<file path="src/rtl/decode_pkg.sv">
package decode_pkg;

  typedef logic [31:0] word_t;
  typedef logic [4:0] reg_idx_t;
  typedef logic [7:0] exc_t;

  // primary opcode, instr[31:27]
  typedef enum logic [4:0] {
    op_alu_reg   = 5'd0,
    op_alu_imm   = 5'd1,
    op_lui       = 5'd2,
    op_mem_abs_w = 5'd3,  op_mem_rel_w = 5'd4,  op_mem_imm_w = 5'd5,
    op_mem_abs_h = 5'd6,  op_mem_rel_h = 5'd7,  op_mem_imm_h = 5'd8,
    op_mem_abs_b = 5'd9,  op_mem_rel_b = 5'd10, op_mem_imm_b = 5'd11,
    op_br_imm    = 5'd12,
    op_br_abs    = 5'd13,
    op_br_rel    = 5'd14,
    op_syscall   = 5'd15,
    op_fadd_abs  = 5'd16, op_fadd_rel  = 5'd17, op_fadd_imm  = 5'd18,
    op_swap_abs  = 5'd19, op_swap_rel  = 5'd20, op_swap_imm  = 5'd21,
    op_adpc      = 5'd22,
    op_rsvd_23   = 5'd23, op_rsvd_24   = 5'd24, op_rsvd_25   = 5'd25,
    op_rsvd_26   = 5'd26, op_rsvd_27   = 5'd27, op_rsvd_28   = 5'd28,
    op_rsvd_29   = 5'd29, op_rsvd_30   = 5'd30,
    op_priv      = 5'd31
  } opcode_e;

  // position of a micro-op inside an atomic sequence
  typedef enum logic [1:0] {
    step_load  = 2'd0,
    step_add   = 2'd1,
    step_store = 2'd2
  } crack_step_e;

  localparam exc_t exc_none        = 8'h00;
  localparam exc_t exc_invalid     = 8'h80;
  localparam exc_t exc_priv        = 8'h81;
  localparam exc_t syscall_ok_code = 8'd1;

  localparam logic [4:0] alu_add         = 5'd14;
  localparam logic [4:0] alu_imm_max     = 5'd18;
  localparam logic [4:0] alu_reg_max     = 5'd22;
  localparam logic [4:0] branch_code_max = 5'd18;
  localparam logic [4:0] priv_type_max   = 5'd3;

endpackage

</file>
<file path="src/rtl/instr_classifier.sv">
module instr_classifier (
  input  decode_pkg::word_t   instr,
  input  logic                instr_valid,
  input  logic                kmode,
  input  logic                crack_active,
  output decode_pkg::opcode_e opcode,
  output logic [4:0]          alu_op,
  output logic                is_load,
  output logic                is_store,
  output logic                is_branch,
  output logic                is_abs_mem,
  output logic                is_priv,
  output decode_pkg::exc_t    exc
);

  logic known;
  logic is_rsvd;
  logic is_mem;
  logic is_syscall;
  logic load_bit;
  logic bad;
  decode_pkg::word_t instr_dec;

  // unknown words (x in simulation) decode as an all-zero word
  always_comb begin
    known = 1'b1;
    is_rsvd = 1'b0;
    case (instr[31:27]) inside
      [5'd0:5'd22], 5'd31: known = 1'b1;
      [5'd23:5'd30]: is_rsvd = 1'b1;
      default: known = 1'b0;
    endcase
  end

  assign instr_dec = known ? instr : '0;
  assign opcode = decode_pkg::opcode_e'(instr_dec[31:27]);

  // alu op sits lower in the register form
  assign alu_op = (opcode == decode_pkg::op_alu_reg) ? instr_dec[9:5] : instr_dec[16:12];

  assign is_mem = opcode inside {[decode_pkg::op_mem_abs_w:decode_pkg::op_mem_imm_b]};
  assign is_branch = opcode inside {[decode_pkg::op_br_imm:decode_pkg::op_br_rel]};
  assign is_syscall = (opcode == decode_pkg::op_syscall);
  assign is_priv = (opcode == decode_pkg::op_priv);
  assign is_abs_mem = opcode inside {decode_pkg::op_mem_abs_w, decode_pkg::op_mem_abs_h,
                                     decode_pkg::op_mem_abs_b};

  // immediate memory forms keep the load bit above their 21-bit offset
  assign load_bit = (opcode inside {decode_pkg::op_mem_imm_w, decode_pkg::op_mem_imm_h,
                                    decode_pkg::op_mem_imm_b}) ? instr_dec[21] : instr_dec[16];
  assign is_load = is_mem && load_bit;
  assign is_store = is_mem && !load_bit;

  assign bad = is_rsvd ||
    ((opcode == decode_pkg::op_alu_imm) && (alu_op > decode_pkg::alu_imm_max)) ||
    ((opcode == decode_pkg::op_alu_reg) && (alu_op > decode_pkg::alu_reg_max)) ||
    (is_branch && (instr_dec[26:22] > decode_pkg::branch_code_max)) ||
    (is_syscall && (instr_dec[7:0] != decode_pkg::syscall_ok_code)) ||
    (is_priv && (instr_dec[16:12] > decode_pkg::priv_type_max));

  always_comb begin
    if (!(instr_valid || crack_active)) begin
      exc = decode_pkg::exc_none;
    end else if (bad) begin
      exc = decode_pkg::exc_invalid;
    end else if (is_priv && !kmode) begin
      exc = decode_pkg::exc_priv;
    end else if (is_syscall) begin
      exc = instr_dec[7:0];
    end else begin
      exc = decode_pkg::exc_none;
    end
  end

endmodule

</file>
<file path="src/rtl/imm_gen.sv">
module imm_gen (
  input  decode_pkg::word_t       instr,
  input  decode_pkg::opcode_e     opcode,
  input  logic [4:0]              alu_op,
  input  logic                    crack_active,
  input  decode_pkg::crack_step_e step,
  output decode_pkg::word_t       imm
);

  decode_pkg::word_t se12;
  decode_pkg::word_t base_imm;
  decode_pkg::word_t crack_imm;
  logic [4:0] alu_shift;

  assign se12 = {{20{instr[11]}}, instr[11:0]};
  // byte rotate in steps of 8
  assign alu_shift = {instr[9:8], 3'b000};

  always_comb begin
    base_imm = '0;
    case (opcode)
      decode_pkg::op_alu_imm: begin
        if (alu_op <= 5'd6) begin
          base_imm = {24'b0, instr[7:0]} << alu_shift;
        end else if (alu_op <= 5'd13) begin
          base_imm = {27'b0, instr[4:0]};
        end else begin
          base_imm = se12;
        end
      end
      decode_pkg::op_lui: base_imm = {instr[21:0], 10'b0};
      decode_pkg::op_br_imm, decode_pkg::op_adpc: base_imm = {{10{instr[21]}}, instr[21:0]};
      decode_pkg::op_mem_abs_w, decode_pkg::op_mem_abs_h, decode_pkg::op_mem_abs_b:
        base_imm = se12 << instr[13:12];
      decode_pkg::op_mem_rel_w, decode_pkg::op_mem_rel_h, decode_pkg::op_mem_rel_b:
        base_imm = {{16{instr[15]}}, instr[15:0]};
      decode_pkg::op_mem_imm_w, decode_pkg::op_mem_imm_h, decode_pkg::op_mem_imm_b:
        base_imm = {{11{instr[20]}}, instr[20:0]};
      default: base_imm = '0;
    endcase
  end

  // atomics carry a 17-bit offset in the imm variant, 12-bit otherwise
  always_comb begin
    if (step == decode_pkg::step_add) begin
      crack_imm = '0;
    end else if (opcode inside {decode_pkg::op_fadd_imm, decode_pkg::op_swap_imm}) begin
      crack_imm = {{15{instr[16]}}, instr[16:0]};
    end else begin
      crack_imm = se12;
    end
  end

  assign imm = crack_active ? crack_imm : base_imm;

endmodule

</file>
<file path="src/rtl/reg_select.sv">
module reg_select (
  input  decode_pkg::word_t       instr,
  input  decode_pkg::opcode_e     opcode,
  input  logic [4:0]              alu_op,
  input  logic                    is_store,
  input  logic                    is_priv,
  input  logic                    is_abs_mem,
  input  logic                    is_load,
  input  logic                    fetch_add,
  input  logic                    crack_active,
  input  decode_pkg::crack_step_e step,
  output decode_pkg::reg_idx_t    s_1,
  output decode_pkg::reg_idx_t    s_2,
  output decode_pkg::reg_idx_t    tgt_1,
  output decode_pkg::reg_idx_t    tgt_2,
  output logic                    is_post_inc
);

  decode_pkg::reg_idx_t r_a;
  decode_pkg::reg_idx_t r_b;
  decode_pkg::reg_idx_t base;
  decode_pkg::reg_idx_t data;
  decode_pkg::reg_idx_t base_s_1;
  decode_pkg::reg_idx_t base_s_2;
  decode_pkg::reg_idx_t crack_s_1;
  decode_pkg::reg_idx_t crack_s_2;
  logic is_reg_branch;
  logic no_rb_read;
  logic alias_postinc;
  logic store_slot;
  logic [1:0] inc_type;

  // register branches keep r_a and r_b in the low bits
  assign is_reg_branch = opcode inside {decode_pkg::op_br_abs, decode_pkg::op_br_rel};
  assign r_a = is_reg_branch ? instr[9:5] : instr[26:22];
  assign r_b = is_reg_branch ? instr[4:0] : instr[21:17];

  // 0 offset, 1 pre-increment, 2 post-increment
  assign inc_type = instr[15:14];

  // alu op 6 is a move and ignores r_b
  assign no_rb_read = (opcode inside {decode_pkg::op_lui, decode_pkg::op_mem_imm_w,
                                      decode_pkg::op_mem_imm_h, decode_pkg::op_mem_imm_b,
                                      decode_pkg::op_br_imm, decode_pkg::op_syscall}) ||
    ((opcode inside {decode_pkg::op_alu_reg, decode_pkg::op_alu_imm}) && (alu_op == 5'd6));

  assign base_s_1 = no_rb_read ? '0 : r_b;
  // stores and privileged ops read r_a, only alu-reg reads r_c
  assign base_s_2 = (is_store || is_priv) ? r_a :
                    ((opcode == decode_pkg::op_alu_reg) ? instr[4:0] : '0);

  // atomics: base in [16:12] (none for imm variant), data in [21:17]
  assign base = (opcode inside {decode_pkg::op_fadd_imm, decode_pkg::op_swap_imm}) ?
                '0 : instr[16:12];
  assign data = instr[21:17];

  assign crack_s_1 = (fetch_add && (step == decode_pkg::step_add)) ? data : base;
  assign crack_s_2 = (!fetch_add || (step == decode_pkg::step_load)) ? data : r_a;

  assign s_1 = crack_active ? crack_s_1 : base_s_1;
  assign s_2 = crack_active ? crack_s_2 : base_s_2;

  // post-increment load into its own base would write r_a twice
  assign alias_postinc = is_abs_mem && (inc_type == 2'd2) && is_load && (r_a == r_b);
  assign store_slot = crack_active ? (step == decode_pkg::step_store) : is_store;

  assign tgt_1 = (store_slot || alias_postinc) ? '0 : r_a;
  assign tgt_2 = (is_abs_mem && (inc_type != 2'd0)) ? r_b : '0;
  assign is_post_inc = is_abs_mem && (inc_type == 2'd2);

endmodule

</file>
<file path="src/rtl/atomic_cracker.sv">
module atomic_cracker (
  input  logic                    clk,
  input  logic                    rst_n,
  input  decode_pkg::word_t       instr,
  input  logic                    instr_valid,
  input  logic                    stall,
  input  logic                    flush,
  output decode_pkg::word_t       cur_instr,
  output logic                    crack_active,
  output logic                    fetch_add,
  output decode_pkg::crack_step_e step,
  output decode_pkg::opcode_e     uop_opcode,
  output logic                    decode_stall
);

  typedef enum logic {
    st_idle,
    st_busy
  } state_e;

  state_e state;
  decode_pkg::crack_step_e step_q;
  logic fa_q;
  decode_pkg::word_t instr_q;
  decode_pkg::opcode_e live_op;
  logic live_fadd;
  logic live_swap;
  logic start;
  logic busy;

  assign live_op = decode_pkg::opcode_e'(instr[31:27]);
  assign live_fadd = live_op inside {decode_pkg::op_fadd_abs, decode_pkg::op_fadd_rel,
                                     decode_pkg::op_fadd_imm};
  assign live_swap = live_op inside {decode_pkg::op_swap_abs, decode_pkg::op_swap_rel,
                                     decode_pkg::op_swap_imm};

  assign busy = (state == st_busy);
  // the load micro-op issues straight from the live word
  assign start = !busy && instr_valid && !stall && !flush && (live_fadd || live_swap);

  assign crack_active = busy || start;
  assign decode_stall = busy || start;
  assign fetch_add = busy ? fa_q : live_fadd;
  assign step = busy ? step_q : decode_pkg::step_load;
  assign cur_instr = busy ? instr_q : instr;

  always_comb begin
    case (decode_pkg::opcode_e'(cur_instr[31:27]))
      decode_pkg::op_fadd_abs, decode_pkg::op_swap_abs: uop_opcode = decode_pkg::op_mem_abs_w;
      decode_pkg::op_fadd_rel, decode_pkg::op_swap_rel: uop_opcode = decode_pkg::op_mem_rel_w;
      default: uop_opcode = decode_pkg::op_mem_imm_w;
    endcase
    if (fetch_add && (step == decode_pkg::step_add)) begin
      uop_opcode = decode_pkg::op_alu_reg;
    end
  end

  always_ff @(posedge clk) begin
    if (!rst_n) begin
      state <= st_idle;
      step_q <= decode_pkg::step_load;
      fa_q <= 1'b0;
    end else if (!stall) begin
      if (flush) begin
        state <= st_idle;
        step_q <= decode_pkg::step_load;
      end else if (start) begin
        state <= st_busy;
        fa_q <= live_fadd;
        // swap skips the add step
        step_q <= live_fadd ? decode_pkg::step_add : decode_pkg::step_store;
      end else if (busy) begin
        if (step_q == decode_pkg::step_store) begin
          state <= st_idle;
          step_q <= decode_pkg::step_load;
        end else begin
          step_q <= decode_pkg::step_store;
        end
      end
    end
  end

  always_ff @(posedge clk) begin
    if (start) begin
      instr_q <= instr;
    end
  end

endmodule

</file>
<file path="src/rtl/decode_stage.sv">
module decode_stage (
  input  logic                 clk,
  input  logic                 rst_n,
  input  decode_pkg::word_t    instr,
  input  decode_pkg::word_t    pc,
  input  logic                 instr_valid,
  input  logic                 kmode,
  input  logic                 stall,
  input  logic                 flush,
  output decode_pkg::opcode_e  opcode_out,
  output logic [4:0]           alu_op_out,
  output decode_pkg::reg_idx_t s_1_out,
  output decode_pkg::reg_idx_t s_2_out,
  output decode_pkg::reg_idx_t tgt_1_out,
  output decode_pkg::reg_idx_t tgt_2_out,
  output decode_pkg::word_t    imm_out,
  output logic [4:0]           branch_code_out,
  output decode_pkg::exc_t     exc_out,
  output logic                 bubble_out,
  output decode_pkg::word_t    pc_out,
  output logic                 is_load_out,
  output logic                 is_store_out,
  output logic                 is_branch_out,
  output logic                 is_post_inc_out,
  output logic                 is_atomic_out,
  output logic [1:0]           atomic_step_out,
  output logic                 decode_stall
);

  decode_pkg::word_t cur_instr;
  logic crack_active;
  logic fetch_add;
  decode_pkg::crack_step_e step;
  decode_pkg::opcode_e uop_opcode;
  decode_pkg::opcode_e opcode;
  logic [4:0] alu_op;
  logic is_load;
  logic is_store;
  logic is_branch;
  logic is_abs_mem;
  logic is_priv;
  decode_pkg::exc_t exc;
  decode_pkg::word_t imm;
  decode_pkg::reg_idx_t s_1;
  decode_pkg::reg_idx_t s_2;
  decode_pkg::reg_idx_t tgt_1;
  decode_pkg::reg_idx_t tgt_2;
  logic is_post_inc;
  logic kill;
  logic live_exc;
  logic slot_kill;
  logic add_step;
  decode_pkg::opcode_e dec_opcode;
  logic [4:0] dec_alu_op;
  logic dec_load;
  logic dec_store;

  atomic_cracker u_cracker (
    .clk          (clk),
    .rst_n        (rst_n),
    .instr        (instr),
    .instr_valid  (instr_valid),
    .stall        (stall),
    .flush        (flush),
    .cur_instr    (cur_instr),
    .crack_active (crack_active),
    .fetch_add    (fetch_add),
    .step         (step),
    .uop_opcode   (uop_opcode),
    .decode_stall (decode_stall)
  );

  instr_classifier u_classifier (
    .instr        (cur_instr),
    .instr_valid  (instr_valid),
    .kmode        (kmode),
    .crack_active (crack_active),
    .opcode       (opcode),
    .alu_op       (alu_op),
    .is_load      (is_load),
    .is_store     (is_store),
    .is_branch    (is_branch),
    .is_abs_mem   (is_abs_mem),
    .is_priv      (is_priv),
    .exc          (exc)
  );

  imm_gen u_imm_gen (
    .instr        (cur_instr),
    .opcode       (opcode),
    .alu_op       (alu_op),
    .crack_active (crack_active),
    .step         (step),
    .imm          (imm)
  );

  reg_select u_reg_select (
    .instr        (cur_instr),
    .opcode       (opcode),
    .alu_op       (alu_op),
    .is_store     (is_store),
    .is_priv      (is_priv),
    .is_abs_mem   (is_abs_mem),
    .is_load      (is_load),
    .fetch_add    (fetch_add),
    .crack_active (crack_active),
    .step         (step),
    .s_1          (s_1),
    .s_2          (s_2),
    .tgt_1        (tgt_1),
    .tgt_2        (tgt_2),
    .is_post_inc  (is_post_inc)
  );

  assign add_step = crack_active && fetch_add && (step == decode_pkg::step_add);
  assign dec_opcode = crack_active ? uop_opcode : opcode;
  assign dec_alu_op = add_step ? decode_pkg::alu_add : alu_op;
  assign dec_load = crack_active ? (step == decode_pkg::step_load) : is_load;
  assign dec_store = crack_active ? (step == decode_pkg::step_store) : is_store;

  // a faulting slot stays live but carries no control
  assign kill = flush || !(instr_valid || crack_active);
  assign live_exc = !kill && (exc != decode_pkg::exc_none);
  assign slot_kill = kill || live_exc;

  always_ff @(posedge clk) begin
    if (!rst_n) begin
      opcode_out <= decode_pkg::op_alu_reg;
      alu_op_out <= '0;
      s_1_out <= '0;
      s_2_out <= '0;
      tgt_1_out <= '0;
      tgt_2_out <= '0;
      imm_out <= '0;
      branch_code_out <= '0;
      exc_out <= decode_pkg::exc_none;
      bubble_out <= 1'b1;
      pc_out <= '0;
      is_load_out <= 1'b0;
      is_store_out <= 1'b0;
      is_branch_out <= 1'b0;
      is_post_inc_out <= 1'b0;
      is_atomic_out <= 1'b0;
      atomic_step_out <= '0;
    end else if (!stall) begin
      opcode_out <= slot_kill ? decode_pkg::op_alu_reg : dec_opcode;
      alu_op_out <= slot_kill ? '0 : dec_alu_op;
      s_1_out <= slot_kill ? '0 : s_1;
      s_2_out <= slot_kill ? '0 : s_2;
      tgt_1_out <= slot_kill ? '0 : tgt_1;
      tgt_2_out <= slot_kill ? '0 : tgt_2;
      imm_out <= slot_kill ? '0 : imm;
      branch_code_out <= slot_kill ? '0 : cur_instr[26:22];
      exc_out <= kill ? decode_pkg::exc_none : exc;
      bubble_out <= kill;
      pc_out <= pc;
      is_load_out <= !slot_kill && dec_load;
      is_store_out <= !slot_kill && dec_store;
      is_branch_out <= !slot_kill && is_branch;
      is_post_inc_out <= !slot_kill && is_post_inc;
      is_atomic_out <= !slot_kill && crack_active;
      atomic_step_out <= slot_kill ? 2'd0 : step;
    end
  end

endmodule

</file>
<file path="config.mk">
export PLATFORM = sky130hd
export DESIGN_NAME = decode_stage
export DESIGN_NICKNAME = d
export VERILOG_FILES = /design/src/rtl/decode_pkg.sv /design/src/rtl/instr_classifier.sv /design/src/rtl/imm_gen.sv /design/src/rtl/reg_select.sv /design/src/rtl/atomic_cracker.sv /design/src/rtl/decode_stage.sv
export SDC_FILE = /design/constraint.sdc
export NUM_CORES = 1
export LEC_CHECK = 0
export BUFFER_PORTS_ARGS = -buffer_cell sky130_fd_sc_hd__clkbuf_2
export CAP_MARGIN = 20
export CELL_PAD_IN_SITES_DETAIL_PLACEMENT = 1
export CELL_PAD_IN_SITES_GLOBAL_PLACEMENT = 1
export CORE_ASPECT_RATIO = 1.1
export CORE_MARGIN = 2
export CORE_UTILIZATION = 40
export DETAILED_ROUTE_END_ITERATION = 10
export GPL_TIMING_DRIVEN = 0
export PLACE_DENSITY = 0.86
export SLEW_MARGIN = 15
export SYNTH_ARGS = -nofsm -noshare
export SYNTH_HDL_FRONTEND = slang
export SYNTH_SLANG_ARGS = --single-unit
</file>
<file path="constraint.sdc">
create_clock -name clk -period 3.7 [get_ports clk]
set_clock_uncertainty 0.05 [all_clocks]
set_input_delay 0.555 -clock clk [delete_from_list [all_inputs] [get_ports clk]]
set_output_delay 0.555 -clock clk [all_outputs]
set_load 0.05 [all_outputs]
</file>
==> flow_results.org <==
** Timing
- Measured against its own limit, the worst slew margin works out to 26.4%.
- For the pin with the worst max-slew slack, the measured transition is 1.09 ns.
- Maximum clock frequency :: 272 MHz
- Setup violations remaining at the end of the flow were counted as 0.
- Setup repair after global routing could not meet its margin everywhere.
- Final Hold Violating Endpoints :: 0
- The worst path needs 3.68 ns of the cycle, external delays included.
- Dividing the final minimum period by the clock period gives 99.5%.
- The number of max-slew violations in the final report came to 0.

** Global route
- Wire length of the first global-routing pass :: 53.6 mm
- Global routing used 32.4% of the available tracks.
- Largest net degree at the start of global routing :: 33
- Via count of the first global-routing pass :: 9050
- Antenna violations before repair :: 0
- The total overflow left after global routing is 0.

** Detailed routing
- After detailed routing, the average wire length per cell comes to 25.6 um.
- The first routing iteration left 894 violations.
- Total routed wirelength :: 36.0 mm
- The count of nets left with antenna violations once routing finished came out at 0.
- Via count :: 8882
- In the routed design, unresolved DRC markers number 0.
- Vias per cell :: 6.32
- Detailed Routing Iterations Pass 1 :: 6

** Job
- # Max-Cap Violations :: 0

** Yosys
- By count the netlist is led by sky130_fd_sc_hd__dfxtp_1 (119), sky130_fd_sc_hd__nor2_1 (111), sky130_fd_sc_hd__nand2_1 (102), sky130_fd_sc_hd__mux2i_1 (74), sky130_fd_sc_hd__a21oi_1 (61).
- After synthesis, the share of flip-flops with an asynchronous set or reset is 0%.
- Netlist cell types :: 78
- Syn avg cell area :: 8.87 sq um
- Library cell with the highest instance count after synthesis :: sky130_fd_sc_hd__dfxtp_1
- Portion of synthesized cell area occupied by the leading cell type :: 28.9%
- After synthesis the netlist holds a flip-flop and latch count of 151.
- Post-Synthesis Cell Area :: 8260 sq um
- Post-synth net total :: 1001
- Predominant post-synthesis flop cell :: sky130_fd_sc_hd__dfxtp_1
- After technology mapping, the gate count stands at 931.
- In the post-synthesis netlist, the biggest area contributors are sky130_fd_sc_hd__dfxtp_1 (29%), sky130_fd_sc_hd__edfxtp_1 (12%), sky130_fd_sc_hd__mux2i_1 (9.0%).
- Summing the sequential cell areas from Yosys gives 40.5% of the chip area.
- The synthesized design contains 32 enable-type register cells.
- sky130_fd_sc_hd__dfxtp_1 takes more of the synthesized area than any other cell.
- Warning count from the yosys run :: 0

** Clock tree
- Clock slew at the register clock pins of the worst setup and hold paths :: 0.07 ns
- Number of buffers added by the clock tree synthesis step :: 17
- Counting along the longest clock path gives a buffer depth of 2.
- Cts hold-fix bufs :: 0
- Root Driver :: sky130_fd_sc_hd__clkbuf_16
- H-tree levels :: 4
- Clock tree from TritonCTS :: done
- Total number of clock tree sinks :: 151
- Latest clock arrival within the worst-skew pair :: 0.44 ns

** Critical path
- The number of cells on the worst reg-to-reg path is 11.
- CP required :: 3.96 ns
- Slack of the worst reg-to-reg path :: 0.02 ns
- In this run the critical register-to-register path is captured at imm_out[14].
- Worst setup path class :: register to register
- For this run, the slowest stage of the critical path takes 0.45 ns.
- Critical Path Source Type :: register
- Reg2Reg Launch Point :: u_cracker.busy
- Among the stages of the critical path, the cell type that occurs most often is sky130_fd_sc_hd__o21ai_0.
- Arrival @ worst endpoint :: 3.94 ns
- CP Buf/Inv Count :: 4
- Type of destination of the critical path :: register
- Walking the worst path, the cells encountered are buf_4, buf_6, mux2i_1, clkbuf_2, and3_1, o21ai_0, o21ai_1, clkbuf_1, o22ai_1, o32ai_1, o21ai_0.
- Highest fanout seen on the critical path :: 10
- Logic depth of the worst path, buffers included :: 11
- Master of the slowest instance on the critical path :: sky130_fd_sc_hd__clkbuf_1
- Top delay family on crit path :: buffers and inverters

** Power and ir drop
- In this run the static leakage power is 4.06 nW.
- The design draws 4.36 mW.
- Peak ir drop on the vdd network :: 0.294 mV
- Power per standard cell area :: 425 nW/um^2

** Hold path
- The tightest min-delay check is of the primary input to register type.
- Capture endpoint of the worst hold path :: u_cracker.instr_q[19]
- The worst hold path begins at instr[19].
- Counting instances, the worst hold path has a depth of 1.

** Placement
- Once detailed placement completed, the half-perimeter wirelength came to 26.9 mm.
- Port bufs :: 184
- Number of placed instances with taps included :: 1372
- Post-Place Cell Area :: 9510 sq um
- Routability-driven placement finished with a final weighted congestion of 0.981.

** Finish
- Fill cell instance count of the final layout :: 2457
- Ant. Diodes :: 0
- Summing all non-filler instances in the final layout gives an area of 10200 sq um.
- Ratio of cells with drive above 1 in the final layout :: 27.2%
- Total number of nets in the final design :: 1207
- Final core utilization :: 50.1%
- Final cell count without fillers :: 1406
- From synthesis to final layout, the design area changed by 24.1%.

** Floorplanning
- The core region is 20400 sq um.
- Floorplan die width :: 141 um
- The die covers 21800 sq um.
- Initial standard-cell utilization of the core :: 40.4%
- Num ports :: 186
- Measured along the y axis, the die boundary spans 155 um.
- Std cell rows :: 55

** Run status
- Outcome :: finished, final reports clean
## cell type report
type,count,area (sq um),area share (%)
inverter,10,41.3,0.403
buffer,66,302,2.94
timing repair buffer,187,943,9.21
tap,256,320,3.13
clock buffer,17,425,4.15
multi-input combinational,704,4670,45.6
clock inverter,15,200,1.95
sequential,151,3340,32.6
## registers in the layout (all words and copies together), names as in the netlist, 2 cells and up
register / count
s_1_out: 5
imm_out: 32
u_cracker.instr_q: 32
u_cracker.step_q: 2
tgt_1_out: 5
opcode_out: 5
alu_op_out: 5
s_2_out: 5
atomic_step_out: 2
tgt_2_out: 5
pc_out: 32
exc_out: 8
branch_code_out: 5
## worst max-delay path by stage
stage	start	to	slack (ns)
6_report	u_cracker.busy	imm_out[14]	0.02
2_1_floorplan	u_cracker.busy	u_cracker.instr_q[0]	0.76
4_1_cts	u_cracker.busy	imm_out[14]	0.005
5_1_grt	u_cracker.busy	imm_out[14]	-0.02
3_3_place_gp	u_cracker.busy	tgt_1_out[1]	-0.38
3_5_place_dp	u_cracker.busy	imm_out[14]	-0.28
## routing by layer
layer	track usage, %	routed length [um]
met1	40.9	14600
met2	55.2	17400
met3	5.45	2510
met4	12.6	1500
met5	0	0
## cell usage in the layout, fill, tap and decap left out, drive strengths merged, types with 5 or more instances in the layout
cell type / synthesis / routed
a211oi: 9 / 9
a21o: 5 / 5
a21oi: 61 / 61
a221oi: 15 / 15
a22oi: 20 / 20
a31oi: 5 / 5
a32o: 11 / 11
a32oi: 8 / 8
and3: 8 / 8
buf: 22 / 23
clkbuf: 44 / 247
dfxtp: 119 / 119
edfxtp: 32 / 32
inv: 9 / 17
mux2: 24 / 24
mux2i: 77 / 77
nand2: 102 / 102
nand2b: 5 / 5
nand3: 24 / 24
nand3b: 5 / 5
nand4: 7 / 7
nand4b: 5 / 5
nor2: 111 / 111
nor2b: 5 / 5
nor3: 22 / 22
o211ai: 10 / 10
o21ai: 61 / 61
o221ai: 11 / 11
o22ai: 12 / 12
o31ai: 8 / 8
o32ai: 5 / 5
or2: 5 / 5
xnor2: 9 / 9
## what timing repair did
item / in CTS / in global routing
pin swaps: 0 / 1
setup endpoints to repair: 35 / 36
gates resized for setup: 12 / 13
buffers inserted: 0 / 2
## per-stage QoR
step                TNS, ns  hold WS [ns]  setup slack [ns]
floorplan                 0         0.413             0.763
global placement      -2.60         0.393            -0.377
detailed placement   -0.976         0.401            -0.277
CTS                       0         0.254           0.00523
global route        -0.0195         0.259           -0.0195
finish                    0         0.260            0.0182
## power breakdown
group | total (mW) | switching, mW | internal (mW) | leakage [nW]
sequential | 1.74 | 0.0264 | 1.72 | 1.26
combinational | 0.754 | 0.536 | 0.217 | 2.51
clock | 1.86 | 0.871 | 0.986 | 0.298
total | 4.36 | 1.43 | 2.92 | 4.06
## worst reg2reg max path: stages (launching register included)
cell	delay [ns]
sky130_fd_sc_hd__dfxtp_1	0.41
sky130_fd_sc_hd__buf_4	0.25
sky130_fd_sc_hd__buf_6	0.19
sky130_fd_sc_hd__mux2i_1	0.36
sky130_fd_sc_hd__clkbuf_2	0.38
sky130_fd_sc_hd__and3_1	0.27
sky130_fd_sc_hd__o21ai_0	0.11
sky130_fd_sc_hd__o21ai_1	0.40
sky130_fd_sc_hd__clkbuf_1	0.45
sky130_fd_sc_hd__o22ai_1	0.16
sky130_fd_sc_hd__o32ai_1	0.40
sky130_fd_sc_hd__o21ai_0	0.14
## kinds of logic after synthesis
| logic type | synth area share [%] |
|---|---|
| AND/OR/NAND/NOR | 17.6 |
| buffers and inverters | 4.00 |
| multiplexers | 12.9 |
| flip-flops | 40.5 |
| XOR/XNOR | 1.27 |
| AO/OA/AOI/OAI | 23.7 |
No activity file was read; power rests on OpenSTA's default activity.
